--- src/source/ao_periph_settings.svh ---
//##########################################################################
// Widths, slot decode and register offsets of the always-on block
// Every access is a full 32-bit word, so there are no byte strobes
//##########################################################################
`ifndef AO_PERIPH_SETTINGS_SVH
`define AO_PERIPH_SETTINGS_SVH

// Register bus
`define AO_ADDR_W 32
`define AO_DATA_W 32

// Peripheral pins and lines
`define AO_GPIO_W      8
`define AO_FAST_INTR_W 15

// Slot index sits above a 256-byte window
`define AO_SLOT_SHIFT     8
`define AO_SLOT_W         4
`define AO_SOC_CTRL_SLOT  0
`define AO_FAST_INTR_SLOT 1
`define AO_GPIO_SLOT      2

// Offsets inside each window
`define SOC_EXIT_VALID_OFS   32'h0
`define SOC_EXIT_VALUE_OFS   32'h4
`define SOC_BOOT_SEL_OFS     32'h8
`define FIC_PENDING_OFS      32'h0
`define FIC_CLEAR_OFS        32'h4
`define GPIO_IN_OFS          32'h0
`define GPIO_OUT_OFS         32'h4
`define GPIO_EN_OFS          32'h8
`define GPIO_INTR_EN_OFS     32'hC
`define GPIO_INTR_STATUS_OFS 32'h10

`endif

--- src/source/ao_periph_pkg.sv ---
//##########################################################################
// Types shared by the always-on register bus and its peripherals
//##########################################################################
`default_nettype none

`include "ao_periph_settings.svh"

package ao_periph_pkg;

  typedef logic [`AO_ADDR_W-1:0] addr_t;
  typedef logic [`AO_DATA_W-1:0] data_t;
  typedef logic [`AO_GPIO_W-1:0] gpio_t;
  typedef logic [`AO_FAST_INTR_W-1:0] fast_intr_t;
  typedef logic [`AO_SLOT_W-1:0] slot_t;

  // Held by the master until ready is seen at a rising edge
  typedef struct packed {
    logic  valid;
    logic  write;
    addr_t addr;
    data_t wdata;
  } reg_req_t;

  // rdata and error are valid in the cycle that ready is high
  typedef struct packed {
    logic  ready;
    data_t rdata;
    logic  error;
  } reg_rsp_t;

  // Request slice FSM
  typedef enum logic [1:0] {
    SLICE_IDLE = 2'd0,
    SLICE_BUSY = 2'd1,
    SLICE_RESP = 2'd2
  } slice_state_e;

endpackage : ao_periph_pkg

`default_nettype wire

--- src/source/ao_peripheral_subsystem.sv ---
//##########################################################################
// Always-on block: slice, slot demux and three peripherals
// A bus request completes three edges after it is first seen valid
//##########################################################################
`default_nettype none

module ao_peripheral_subsystem
  import ao_periph_pkg::*;
(
  input  logic       clk_i,
  input  logic       rst_i,
  input  reg_req_t   bus_req_i,
  output reg_rsp_t   bus_rsp_o,
  input  logic       boot_select_i,
  output logic       exit_valid_o,
  output data_t      exit_value_o,
  input  fast_intr_t fast_intr_i,
  output fast_intr_t fast_intr_o,
  input  gpio_t      cio_gpio_i,
  output gpio_t      cio_gpio_o,
  output gpio_t      cio_gpio_en_o,
  output gpio_t      intr_gpio_o
);

  reg_req_t slice_req;
  reg_rsp_t slice_rsp;
  reg_req_t soc_req;
  reg_rsp_t soc_rsp;
  reg_req_t fic_req;
  reg_rsp_t fic_rsp;
  reg_req_t gpio_req;
  reg_rsp_t gpio_rsp;

  reg_bus_slice reg_bus_slice_inst (
    .clk_i     (clk_i),
    .rst_i     (rst_i),
    .bus_req_i (bus_req_i),
    .bus_rsp_o (bus_rsp_o),
    .dev_req_o (slice_req),
    .dev_rsp_i (slice_rsp)
  );

  periph_addr_demux periph_addr_demux_inst (
    .req_i      (slice_req),
    .rsp_o      (slice_rsp),
    .soc_req_o  (soc_req),
    .fic_req_o  (fic_req),
    .gpio_req_o (gpio_req),
    .soc_rsp_i  (soc_rsp),
    .fic_rsp_i  (fic_rsp),
    .gpio_rsp_i (gpio_rsp)
  );

  soc_ctrl soc_ctrl_inst (
    .clk_i, .rst_i, .reg_req_i(soc_req), .reg_rsp_o(soc_rsp),
    .boot_select_i, .exit_valid_o, .exit_value_o
  );

  fast_intr_ctrl fast_intr_ctrl_inst (
    .clk_i, .rst_i, .reg_req_i(fic_req), .reg_rsp_o(fic_rsp),
    .fast_intr_i, .fast_intr_o
  );

  gpio_ao gpio_ao_inst (
    .clk_i, .rst_i, .reg_req_i(gpio_req), .reg_rsp_o(gpio_rsp),
    .cio_gpio_i, .cio_gpio_o, .cio_gpio_en_o, .intr_gpio_o
  );

endmodule : ao_peripheral_subsystem

`default_nettype wire

--- src/source/fast_intr_ctrl.sv ---
//##########################################################################
// Sticky pending bits; an incoming line beats a same-cycle clear
//##########################################################################
`default_nettype none

`include "ao_periph_settings.svh"

module fast_intr_ctrl
  import ao_periph_pkg::*;
(
  input  logic       clk_i,
  input  logic       rst_i,
  input  reg_req_t   reg_req_i,
  output reg_rsp_t   reg_rsp_o,
  input  fast_intr_t fast_intr_i,
  output fast_intr_t fast_intr_o
);

  fast_intr_t pending_q;
  fast_intr_t clear_mask;

  // Write-one-to-clear mask
  always_comb begin
    clear_mask = '0;
    if (reg_req_i.valid && reg_req_i.write && (reg_req_i.addr == `FIC_CLEAR_OFS)) begin
      clear_mask = reg_req_i.wdata[`AO_FAST_INTR_W-1:0];
    end
  end

  always_ff @(posedge clk_i) begin
    if (rst_i) begin
      pending_q <= '0;
    end else begin
      pending_q <= (pending_q & ~clear_mask) | fast_intr_i;
    end
  end

  always_comb begin
    reg_rsp_o.ready = reg_req_i.valid;
    reg_rsp_o.error = 1'b0;
    reg_rsp_o.rdata = '0;
    if (reg_req_i.addr == `FIC_PENDING_OFS) begin
      reg_rsp_o.rdata[`AO_FAST_INTR_W-1:0] = pending_q;
    end
  end

  assign fast_intr_o = pending_q;

endmodule : fast_intr_ctrl

`default_nettype wire

--- src/source/gpio_ao.sv ---
//##########################################################################
// Pins pass a two-flop synchronizer; only rising edges raise interrupts
//##########################################################################
`default_nettype none

`include "ao_periph_settings.svh"

module gpio_ao
  import ao_periph_pkg::*;
(
  input  logic     clk_i,
  input  logic     rst_i,
  input  reg_req_t reg_req_i,
  output reg_rsp_t reg_rsp_o,
  input  gpio_t    cio_gpio_i,
  output gpio_t    cio_gpio_o,
  output gpio_t    cio_gpio_en_o,
  output gpio_t    intr_gpio_o
);

  logic  wr_en;
  gpio_t wr_val;
  gpio_t sync1_q;
  gpio_t sync2_q;
  gpio_t rise;
  gpio_t status_clr;
  gpio_t out_q;
  gpio_t en_q;
  gpio_t intr_en_q;
  gpio_t intr_status_q;

  assign wr_en  = reg_req_i.valid && reg_req_i.write;
  assign wr_val = reg_req_i.wdata[`AO_GPIO_W-1:0];

  // Edge seen at the same clock that sync2 takes the new level
  assign rise       = sync1_q & ~sync2_q;
  assign status_clr = (wr_en && (reg_req_i.addr == `GPIO_INTR_STATUS_OFS)) ? wr_val : '0;

  always_ff @(posedge clk_i) begin
    if (rst_i) begin
      sync1_q       <= '0;
      sync2_q       <= '0;
      out_q         <= '0;
      en_q          <= '0;
      intr_en_q     <= '0;
      intr_status_q <= '0;
    end else begin
      sync1_q       <= cio_gpio_i;
      sync2_q       <= sync1_q;
      intr_status_q <= (intr_status_q & ~status_clr) | (rise & intr_en_q);
      if (wr_en && (reg_req_i.addr == `GPIO_OUT_OFS)) out_q <= wr_val;
      if (wr_en && (reg_req_i.addr == `GPIO_EN_OFS)) en_q <= wr_val;
      if (wr_en && (reg_req_i.addr == `GPIO_INTR_EN_OFS)) intr_en_q <= wr_val;
    end
  end

  always_comb begin
    reg_rsp_o.ready = reg_req_i.valid;
    reg_rsp_o.error = 1'b0;
    reg_rsp_o.rdata = '0;
    case (reg_req_i.addr)
      `GPIO_IN_OFS:          reg_rsp_o.rdata[`AO_GPIO_W-1:0] = sync2_q;
      `GPIO_OUT_OFS:         reg_rsp_o.rdata[`AO_GPIO_W-1:0] = out_q;
      `GPIO_EN_OFS:          reg_rsp_o.rdata[`AO_GPIO_W-1:0] = en_q;
      `GPIO_INTR_EN_OFS:     reg_rsp_o.rdata[`AO_GPIO_W-1:0] = intr_en_q;
      `GPIO_INTR_STATUS_OFS: reg_rsp_o.rdata[`AO_GPIO_W-1:0] = intr_status_q;
      default: ;
    endcase
  end

  assign cio_gpio_o    = out_q;
  assign cio_gpio_en_o = en_q;
  assign intr_gpio_o   = intr_status_q;

endmodule : gpio_ao

`default_nettype wire

--- src/source/periph_addr_demux.sv ---
//##########################################################################
// Combinational slot decode; peripherals get the in-window offset only
// Unmapped slots answer with error and zero data, no write is done
//##########################################################################
`default_nettype none

`include "ao_periph_settings.svh"

module periph_addr_demux
  import ao_periph_pkg::*;
(
  input  reg_req_t req_i,
  output reg_rsp_t rsp_o,

  output reg_req_t soc_req_o,
  output reg_req_t fic_req_o,
  output reg_req_t gpio_req_o,

  input  reg_rsp_t soc_rsp_i,
  input  reg_rsp_t fic_rsp_i,
  input  reg_rsp_t gpio_rsp_i
);

  slot_t    slot;
  reg_req_t fwd_req;

  assign slot = req_i.addr[`AO_SLOT_SHIFT +: `AO_SLOT_W];

  // Strip the window base from the address
  always_comb begin
    fwd_req      = req_i;
    fwd_req.addr = '0;
    fwd_req.addr[`AO_SLOT_SHIFT-1:0] = req_i.addr[`AO_SLOT_SHIFT-1:0];
  end

  always_comb begin
    soc_req_o        = fwd_req;
    soc_req_o.valid  = req_i.valid && (slot == `AO_SOC_CTRL_SLOT);
    fic_req_o        = fwd_req;
    fic_req_o.valid  = req_i.valid && (slot == `AO_FAST_INTR_SLOT);
    gpio_req_o       = fwd_req;
    gpio_req_o.valid = req_i.valid && (slot == `AO_GPIO_SLOT);
  end

  // Response of the selected slot
  always_comb begin
    case (slot)
      `AO_SOC_CTRL_SLOT:  rsp_o = soc_rsp_i;
      `AO_FAST_INTR_SLOT: rsp_o = fic_rsp_i;
      `AO_GPIO_SLOT:      rsp_o = gpio_rsp_i;
      default: begin
        // Decode error answered here
        rsp_o.ready = req_i.valid;
        rsp_o.rdata = '0;
        rsp_o.error = 1'b1;
      end
    endcase
  end

endmodule : periph_addr_demux

`default_nettype wire

--- src/source/reg_bus_slice.sv ---
//##########################################################################
// One transfer in flight; the bus sees ready two edges after capture
//##########################################################################
`default_nettype none

module reg_bus_slice
  import ao_periph_pkg::*;
(
  input  logic     clk_i,
  input  logic     rst_i,
  input  reg_req_t bus_req_i,
  output reg_rsp_t bus_rsp_o,
  output reg_req_t dev_req_o,
  input  reg_rsp_t dev_rsp_i
);

  slice_state_e state_q;
  slice_state_e state_d;
  logic         capture;
  logic         dev_done;
  reg_req_t     req_q;
  data_t        rdata_q;
  logic         error_q;

  assign capture  = (state_q == SLICE_IDLE) && bus_req_i.valid;
  assign dev_done = (state_q == SLICE_BUSY) && dev_rsp_i.ready;

  always_comb begin
    state_d = state_q;
    case (state_q)
      SLICE_IDLE: if (capture) state_d = SLICE_BUSY;
      SLICE_BUSY: if (dev_done) state_d = SLICE_RESP;
      SLICE_RESP: state_d = SLICE_IDLE;
      default:    state_d = SLICE_IDLE;
    endcase
  end

  always_ff @(posedge clk_i) begin
    if (rst_i) begin
      state_q <= SLICE_IDLE;
    end else begin
      state_q <= state_d;
    end
  end

  // Captured request and returned data
  always_ff @(posedge clk_i) begin
    if (capture) begin
      req_q <= bus_req_i;
    end
    if (dev_done) begin
      rdata_q <= dev_rsp_i.rdata;
      error_q <= dev_rsp_i.error;
    end
  end

  // Downstream only sees valid while busy
  always_comb begin
    dev_req_o       = req_q;
    dev_req_o.valid = (state_q == SLICE_BUSY);
  end

  assign bus_rsp_o.ready = (state_q == SLICE_RESP);
  assign bus_rsp_o.rdata = rdata_q;
  assign bus_rsp_o.error = error_q;

endmodule : reg_bus_slice

`default_nettype wire

--- src/source/soc_ctrl.sv ---
//##########################################################################
// Exit status for the simulation host and boot select readback
//##########################################################################
`default_nettype none

`include "ao_periph_settings.svh"

module soc_ctrl
  import ao_periph_pkg::*;
(
  input  logic     clk_i,
  input  logic     rst_i,
  input  reg_req_t reg_req_i,
  output reg_rsp_t reg_rsp_o,
  input  logic     boot_select_i,
  output logic     exit_valid_o,
  output data_t    exit_value_o
);

  logic  wr_en;
  logic  exit_valid_q;
  data_t exit_value_q;

  assign wr_en = reg_req_i.valid && reg_req_i.write;

  always_ff @(posedge clk_i) begin
    if (rst_i) begin
      exit_valid_q <= 1'b0;
      exit_value_q <= '0;
    end else if (wr_en) begin
      case (reg_req_i.addr)
        `SOC_EXIT_VALID_OFS: exit_valid_q <= reg_req_i.wdata[0];
        `SOC_EXIT_VALUE_OFS: exit_value_q <= reg_req_i.wdata;
        default: ;
      endcase
    end
  end

  // Always ready, unknown offsets read zero
  always_comb begin
    reg_rsp_o.ready = reg_req_i.valid;
    reg_rsp_o.error = 1'b0;
    reg_rsp_o.rdata = '0;
    case (reg_req_i.addr)
      `SOC_EXIT_VALID_OFS: reg_rsp_o.rdata[0] = exit_valid_q;
      `SOC_EXIT_VALUE_OFS: reg_rsp_o.rdata = exit_value_q;
      `SOC_BOOT_SEL_OFS:   reg_rsp_o.rdata[0] = boot_select_i;
      default: ;
    endcase
  end

  assign exit_valid_o = exit_valid_q;
  assign exit_value_o = exit_value_q;

endmodule : soc_ctrl

`default_nettype wire

--- config.mk ---
export PLATFORM = sky130hd
export DESIGN_NAME = ao_peripheral_subsystem
export DESIGN_NICKNAME = d
export VERILOG_FILES = /design/src/source/ao_periph_pkg.sv /design/src/source/ao_peripheral_subsystem.sv /design/src/source/fast_intr_ctrl.sv /design/src/source/gpio_ao.sv /design/src/source/periph_addr_demux.sv /design/src/source/reg_bus_slice.sv /design/src/source/soc_ctrl.sv
export VERILOG_INCLUDE_DIRS = /design/src /design/src/source
export SDC_FILE = /design/constraint.sdc
export NUM_CORES = 1
export LEC_CHECK = 0
export BUFFER_PORTS_ARGS = -buffer_cell sky130_fd_sc_hd__buf_4
export CAP_MARGIN = 20
export CORE_UTILIZATION = 45
export CTS_CLUSTER_DIAMETER = 30
export DETAILED_ROUTE_END_ITERATION = 12
export PLACE_DENSITY_LB_ADDON = 0.1
export SYNTH_ARGS = -nofsm -noshare
export SYNTH_HDL_FRONTEND = slang
export SYNTH_HIERARCHICAL = 1
export SYNTH_SLANG_ARGS = --single-unit
--- constraint.sdc ---
create_clock -name clk_i -period 3.8 [get_ports clk_i]
set_input_delay 0.76 -clock clk_i [delete_from_list [all_inputs] [get_ports clk_i]]
set_output_delay 0.76 -clock clk_i [all_outputs]
set_load 0.1 [all_outputs]
---- Yosys cells after proc, flatten, opt, wreduce, memory -nomap -nowiden ----
Cells that the tools add are included.
word-level totals
  bits in registers ....................... 176
  input port bits ......................... 92
operators by class
  eq/ne operators ......................... 10
  muxes and demuxes ....................... 10
  bitwise gates (word level) .............. 9
  reduce and logical (&&, ||, !) cells .... 19
operator list
  operator                                                                number
  34-bit one-hot mux with 3 select lines                                  1
  8-bit one-hot mux with 5 select lines                                   1
  32-bit zero test                                                        1
  31-bit two-way mux                                                      1
  15-bit two-way mux                                                      2
  8-bit AND                                                               3
  8-bit by 4-bit equality test with 1-bit output (second input constant)  2
  8-bit inverter                                                          2
  15-bit AND                                                              1
  15-bit inverter                                                         1
  15-bit bitwise OR                                                       1
  1-bit logical AND                                                       13
  8-bit by 3-bit equality test with 1-bit output (second input constant)  1
  8-bit by 5-bit equality test with 1-bit output (second input constant)  1
  8-bit two-way mux                                                       1
  8-bit bitwise OR                                                        1
  2-bit AND reduction                                                     3
  4-bit by 1-bit equality test with 1-bit output (second input constant)  1
  4-bit by 2-bit equality test with 1-bit output (second input constant)  1
  4-bit zero test                                                         1
  2-bit two-way mux                                                       2
  2-bit one-hot mux with 2 select lines                                   1
  1-bit one-hot mux with 3 select lines                                   1
  2-bit by 1-bit equality test with 1-bit output (second input constant)  1
  4 further kinds                                                         4

---- Logic depth before layout (Yosys ltp) ----
Gate-level depths: netlist (run 1).
  word-level depth ........................ 8
  gate-level depth with buffers ........... 10

---- Hierarchy ----
The synthesis (run 1) kept the hierarchy.
modules (own cells, without submodules)
  module             instances  cells each  area an instance (um^2)  seq. area each (um^2)
  reg_bus_slice      1          110         3064.2                   2982.9
  gpio_ao            1          244         2453.6                   960.9
  periph_addr_demux  1          322         2364.8                   0.0
  soc_ctrl           1          219         1904.3                   660.6
  fast_intr_ctrl     1          111         899.6                    300.3

---- Worst setup path after synthesis (run 1) ----
OpenSTA, ideal clock, no wires.
  path type ............................... input port to flip-flop
  start ................................... in bus_req_i[65] in the netlist's numbering
  end ..................................... reg reg_bus_slice_inst.req_q (netlist bit reg_bus_slice_inst/dev_req_o[0]) (enable)
  arrival time ............................ 3.546 ns
  path slack .............................. -0.235 ns
  cell stages on the path ................. 2
  path buffers ............................ 0
  cells stage by stage .................... nand2b_4 -> nor2_1
on the way
  longest elaborated chain between the ends .. 1
RTL lines
  what                                  line                           source
  start, declared                       ao_peripheral_subsystem.sv:12  input reg_req_t bus_req_i,
  1-bit logical AND                     reg_bus_slice.sv:25            assign capture = (state_q == SLICE_IDLE) && bus_req_i.valid;
  named net reg_bus_slice_inst.capture  reg_bus_slice.sv:19            logic capture;
  end signal, assigned                  reg_bus_slice.sv:49            req_q <= bus_req_i;
  end, declared                         reg_bus_slice.sv:21            reg_req_t req_q;
The timed path passes the listed nets, and every way through them passes these cells.
A chain may end at the register's enable or synchronous reset.

==> impl_metrics.tcl, run 1 <==
set metrics [dict create \
    gp_congestion 0.7823 \
    fin_tns_setup_ps 0 \
    max_freq_mhz 340.7 \
    clock_path_buffers 2 \
    r2r_slack_ps 870 \
    drv_slew 0 \
    wl_per_cell_um 17.26 \
    hold_path_class "register to register" \
    yosys_warnings 6 \
    cp.arrival_ps 3000 \
    status "finished clean" \
    cap_violations 0 \
    pwr-share-clk_pct 39.7 \
    synth_cells 945 \
    ctsRootBufferMaster "clkbuf_16" \
    io_buffers 177 \
    rr_startpoint "reg_bus_slice_inst/dev_req_o[41]" \
    insertion_delay_ps 430 \
    critPathBufInv 1 \
    cp_cell_sequence "or3_2, nor3_2, and2b_1, o21ai_0, o22ai_1, and3b_2, buf_4" \
    grt_pass1_wl_um 34780 \
    grt_overflow 0 \
    hold_end "gpio_ao_inst/sync2_q[6]" \
    fp.dieH_um 149.4 \
    internal_power_uw 3107 \
    setup_violations 0 \
    leakagePower_uw 0.004433 \
    nets 1102 \
    power_switching_uw 1103 \
    whs_path_depth 1 \
    globalRouteTotalUtil_pct 20.80 \
    start_util_pct 46.22 \
    fillCellCount 1954 \
    max_stage_delay_ps 730 \
    rr_worst_depth 7 \
    rsz0062_at_grt "no" \
    postRouteAntennaNets 0 \
    critPathCaptureType "register" \
    skew_ps 14.21 \
    crit_path_start_kind "register" \
    pin_count 198 \
    ctsResizeCount 0 \
    period_needed_ps 2935 \
    dieArea_sq_um 22320 \
    drc 0 \
    h-tree-depth 4 \
    min_period_over_period_pct 77.23 \
    crit_type "register to register" \
    dieWidth_um 149.4 \
    hold_start "gpio_ao_inst/sync1_q[6]" \
    vdd_ir_drop_max_mv 0.2596 \
    post_cts_buffers 0 \
    crit_family "simple AND/OR/NAND/NOR gates" \
    crit_fanout 33 \
    placed_cells 1266 \
    worst_pin_slew_ps 956.9 \
    vias 6392 \
    syn_to_final_growth_pct 9.264 \
    drtIter0Drc 366 \
    pwr-share-comb_pct 10.3 \
    clk_pin_slew_ps 70 \
    switching_share_pct 26.19 \
    pwr_density_cell_nw_per_um2 394.0 \
    hold_violations 0 \
    cts_sinks 176 \
    vias_per_cell 4.924 \
    cts_hold_buf 0 \
    core_area_sq_um 21150 \
    dpl.hpwl_um 15510 \
    required_ps 3870 \
    diodes 0 \
    antenna_found_initial 0 \
    fp-row-count 53 \
    firstDrtPassIters 5 \
    worst_slew_margin_rel_pct 36.21 \
    sequentialPowerShare_pct 50.0 \
    slowest_stage "or3_2" \
    numCtsBuffers 17 \
    r2r-end "reg_bus_slice_inst/rdata_q[2]" \
    drive_gt1_share_pct 27.37 \
    synth_area_per_cell_sq_um 10.35 \
    first_global_vias 6090 \
    drt-total-wl_um 22400 \
    finalNonFillerCells 1298 \
    netlist_area_sq_um 9778 \
    tritoncts "yes" \
    grt_max_degree 95 \
    power_uw 4210 \
]
## state kept, by name, indices dropped and copies added (netlist names)
signal / count
gpio_ao_inst/intr_gpio_o: 8
reg_bus_slice_inst/dev_req_o: 45
soc_ctrl_inst/exit_valid_o: 1
soc_ctrl_inst/exit_value_o: 32
reg_bus_slice_inst/state_q: 2
fast_intr_ctrl_inst/fast_intr_o: 15
gpio_ao_inst/sync2_q: 8
gpio_ao_inst/intr_en_q: 8
reg_bus_slice_inst/rdata_q: 32
gpio_ao_inst/cio_gpio_en_o: 8
reg_bus_slice_inst/error_q: 1
gpio_ao_inst/cio_gpio_o: 8
gpio_ao_inst/sync1_q: 8
## how the worst max path moves through the flow
stage | from | end | cells after the start
6_report | reg_bus_slice_inst/dev_req_o[41] | reg_bus_slice_inst/rdata_q[2] | 7
5_1_grt | reg_bus_slice_inst/dev_req_o[41] | reg_bus_slice_inst/rdata_q[0] | 7
4_1_cts | reg_bus_slice_inst/dev_req_o[41] | reg_bus_slice_inst/rdata_q[2] | 7
3_5_place_dp | reg_bus_slice_inst/dev_req_o[41] | reg_bus_slice_inst/rdata_q[4] | 7
3_3_place_gp | reg_bus_slice_inst/dev_req_o[41] | reg_bus_slice_inst/rdata_q[26] | 7
2_1_floorplan | bus_req_i[65] | reg_bus_slice_inst/dev_req_o[0] | 2
## layout make-up
cell class | instances | area, sq um | area share [%]
Multi-Input combinational cell | 604 | 3960 | 37.07
Clock buffer | 19 | 442.9 | 4.146
Timing Repair Buffer | 194 | 1456 | 13.63
Inverter | 17 | 63.81 | 0.5973
Clock inverter | 13 | 112.6 | 1.054
Tap cell | 275 | 344.1 | 3.221
Sequential cell | 176 | 4304 | 40.29
## placed cells by master (no fill, tap or decap), types with 3 or more instances in the layout
cell type   instances
nor4_1             13
and3b_1             8
and2_1             18
nor3_1              4
clkinvlp_4          4
o31ai_1            30
nor4_2              8
inv_1              17
conb_1            116
a311oi_1           15
o21ai_2            20
buf_4             194
nor2_1             34
mux4_2              6
a211oi_1           11
nand4_1            37
nand2b_1           38
dfxtp_1            98
and3_1             31
nand2_1            36
nor2b_1            28
nor3_2              3
o21ai_0             7
o22a_1              3
a21oi_1            32
a22oi_1             8
clkbuf_16          17
mux2i_1            60
o21ai_1             8
edfxtp_1           78
## power groups by stage
stage                     clock, uW  sequential (uW)  combinational, uW
after floorplan                   0             2260                337
after global placement            0             2150                433
after detailed placement          0             2150                435
after CTS                      1710             2100                436
after global routing           1790             2110                468
final                          1670             2100                434
## per-stage QoR
stage	utilization (%)	hold WS, ps	setup slack (ps)	cell area (sq um)
floorplan	-	429.7	639.3	10200
global placement	47.88	448.3	897.2	10130
detailed placement	47.88	452.6	864.5	10130
CTS	50.51	470.5	840.3	10680
global route	50.51	478.6	652.3	10680
finish	50.51	469.0	865.2	10680
## worst reg2reg max path: stages, from the launching register on
cell and delay, ps:
edfxtp_1 500, or3_2 730, nor3_2 250, and2b_1 150, o21ai_0 70, o22ai_1 210, and3b_2 220, buf_4 420
## layer usage
layer	wire [um]	GRT usage (%)
met3	1212	4.604
met2	10320	31.85
met1	10660	29.51
met5	0	0
met4	213	5.357
(Power assumes the default switching activity.)
==> run 2, diff against run 1 <==
--- a/config.mk
+++ b/config.mk
@@ -6,6 +6,7 @@
 export SDC_FILE = /design/constraint.sdc
 export NUM_CORES = 1
 export LEC_CHECK = 0
+export ABC_AREA = 1
 export BUFFER_PORTS_ARGS = -buffer_cell sky130_fd_sc_hd__buf_4
 export CAP_MARGIN = 20
 export CORE_UTILIZATION = 45
==> constraint.sdc (replaced) <==
create_clock -name clk_i -period 2.75 [get_ports clk_i]
set_input_delay 0.55 -clock clk_i [delete_from_list [all_inputs] [get_ports clk_i]]
set_output_delay 0.55 -clock clk_i [all_outputs]
set_load 0.1 [all_outputs]
==> run 2 against run 1 <==
  * Design area increased by 3.4%
  * Clock-buffer cell count is 1 lower
  * Register-to-register slack lost 430 ps
  * Worst hold slack lost 190 ps
  * Largest power group unchanged
  * Cell count rose by 30%
  * Synthesized cell count is 41% higher
  * Sequential share of layout area is 1.3 points lower
  * Routed wire length increased by 5.7%
  * Die area increased by 3.3%
  * Sequential power is 38% higher
  * Global-route usage is 0.15 points higher
  * First-iteration DRC count rose by 72%
==> impl_metrics.tcl, run 2 <==
set metrics [dict create \
    h-tree-depth 4 \
    diodes 0 \
    drv_slew 0 \
    r2r_slack_ps 440 \
    dieWidth_um 151.9 \
    netlist_area_sq_um 10110 \
    rsz0062_at_grt "no" \
    cp.arrival_ps 2610 \
    largest_register_ffs 45 \
    leakagePower_uw 0.004974 \
    crit_path_start_kind "register" \
    required_ps 3050 \
    drtIter0Drc 631 \
    synth_area_per_cell_sq_um 7.600 \
    cts_hold_buf 0 \
    internal_power_uw 4236 \
    nets 1487 \
    fp.dieH_um 151.9 \
    pwr-share-clk_pct 40.2 \
    post-place-ws_ps 453.8 \
    finalNonFillerCells 1688 \
    period_needed_ps 2314 \
    grt_max_degree 99 \
    worst_pin_slew_ps 881.0 \
    skew_ps 17.61 \
    sequentialPowerShare_pct 48.4 \
    yosys_warnings 6 \
    first_global_vias 6810 \
    drc 0 \
    placed_cells 1656 \
    fp-row-count 54 \
    globalRouteTotalUtil_pct 20.94 \
    clk_pin_slew_ps 80 \
    tritoncts "yes" \
    drive_gt1_share_pct 18.32 \
    cap_violations 0 \
    ctsResizeCount 0 \
    core_area_sq_um 21890 \
    antenna_found_initial 0 \
    dpl.hpwl_um 16760 \
    io_buffers 177 \
    fin_tns_setup_ps 0 \
    synth_cells 1330 \
    power_switching_uw 1757 \
    hold_path_class "input port to register" \
    firstDrtPassIters 5 \
    post_cts_buffers 0 \
    layout_commonest_cell "nand3_1" \
    holdWs_ps 275.1 \
    dieArea_sq_um 23070 \
    vias_per_cell 4.506 \
    numCtsBuffers 17 \
    clock_path_buffers 2 \
    vdd_ir_drop_max_mv 0.3659 \
    insertion_delay_ps 440 \
    pwr_density_cell_nw_per_um2 542.3 \
    critPathCaptureType "register" \
    hold_violations 0 \
    ctsRootBufferMaster "clkbuf_16" \
    pin_count 198 \
    gp_congestion 0.8485 \
    cts_sinks 176 \
    layout_common_cells "234 x nand3_1, 215 x nor2_1, 190 x buf_4" \
    syn_to_final_growth_pct 9.320 \
    start_util_pct 46.18 \
    finish.instance_area_sq_um 11050 \
    postRouteAntennaNets 0 \
    crit_fanout 31 \
    fillCellCount 2185 \
    drt-total-wl_um 23690 \
    setup_violations 0 \
    wl_per_cell_um 14.03 \
    grt_pass1_wl_um 37870 \
    switching_share_pct 29.31 \
    placed_area_sq_um 10460 \
    status "finished clean" \
    crit_type "register to register" \
    max_freq_mhz 432.2 \
    worst_slew_margin_rel_pct 41.27 \
    grt_overflow 0 \
    worst_slack_ps 436.1 \
    min_period_over_period_pct 84.14 \
    pwr-share-comb_pct 11.3 \
    vias 7606 \
]
## run 2: cell count changes in the layout (fill, tap and decap cells not counted), moves of 25 or more
cell      delta
nand2b_1    -38
o31ai_1     -30
and3_1      -31
mux2i_1     -60
a21oi_1     +25
nor2b_1     -28
nand2_1    +146
inv_1      +144
nand3_1    +232
nand4_1     -33
nor2_1     +181
## run 2: path summary, 6_finish.rpt
path | to | from | depth (start not counted)
worst max-delay path | reg_bus_slice_inst/rdata_q[26] | reg_bus_slice_inst/dev_req_o[35] | 9
worst max register to register | reg_bus_slice_inst/rdata_q[26] | reg_bus_slice_inst/dev_req_o[35] | 9
worst min-delay path | reg_bus_slice_inst/dev_req_o[12] | bus_req_i[12] | 1
worst min register to register | gpio_ao_inst/sync2_q[4] | gpio_ao_inst/sync1_q[4] | 2
## run 2: layout make-up
class	count	area, sq um	area share (%)
multi-input combinational	844	3739	33.83
clock buffer	18	429.2	3.884
timing repair buffer	191	1446	13.09
tap	280	350.3	3.170
inverter	165	619.3	5.605
sequential	176	4304	38.95
clock inverter	14	162.7	1.472
## run 2: worst max-delay path: stages (launching register included)
cell and delay (ps):
edfxtp_1 540, nor2_1 160, nand2_1 60, nor2_1 110
nand2_1 100, nor2_4 390, inv_2 360, nor2_1 220
nand3_1 100, nand3_1 140
## run 2: power by group through the flow
stage	registers [uW]	logic (uW)	clock network, uW
after floorplan	3160	485	0
after global placement	2960	673	0
after detailed placement	2960	676	0
after CTS	2900	677	2480
after global routing	2920	737	2600
final	2900	678	2410
## run 2: per-stage QoR
step           power, uW  util [%]
2_1_floorplan       3646         -
3_3_place_gp        3634     47.78
3_5_place_dp        3638     47.78
4_1_cts             6059     50.48
5_1_grt             6249     50.48
6_report            5993     50.48
## run 2: per-layer routing
metal  GRT usage, %  share of wire (%)  wire length, um
met1          32.83                 52            12260
met2          27.79                 40             9449
met3          5.533                7.2             1709
met4          5.333                1.1              266
met5              0                  0                0
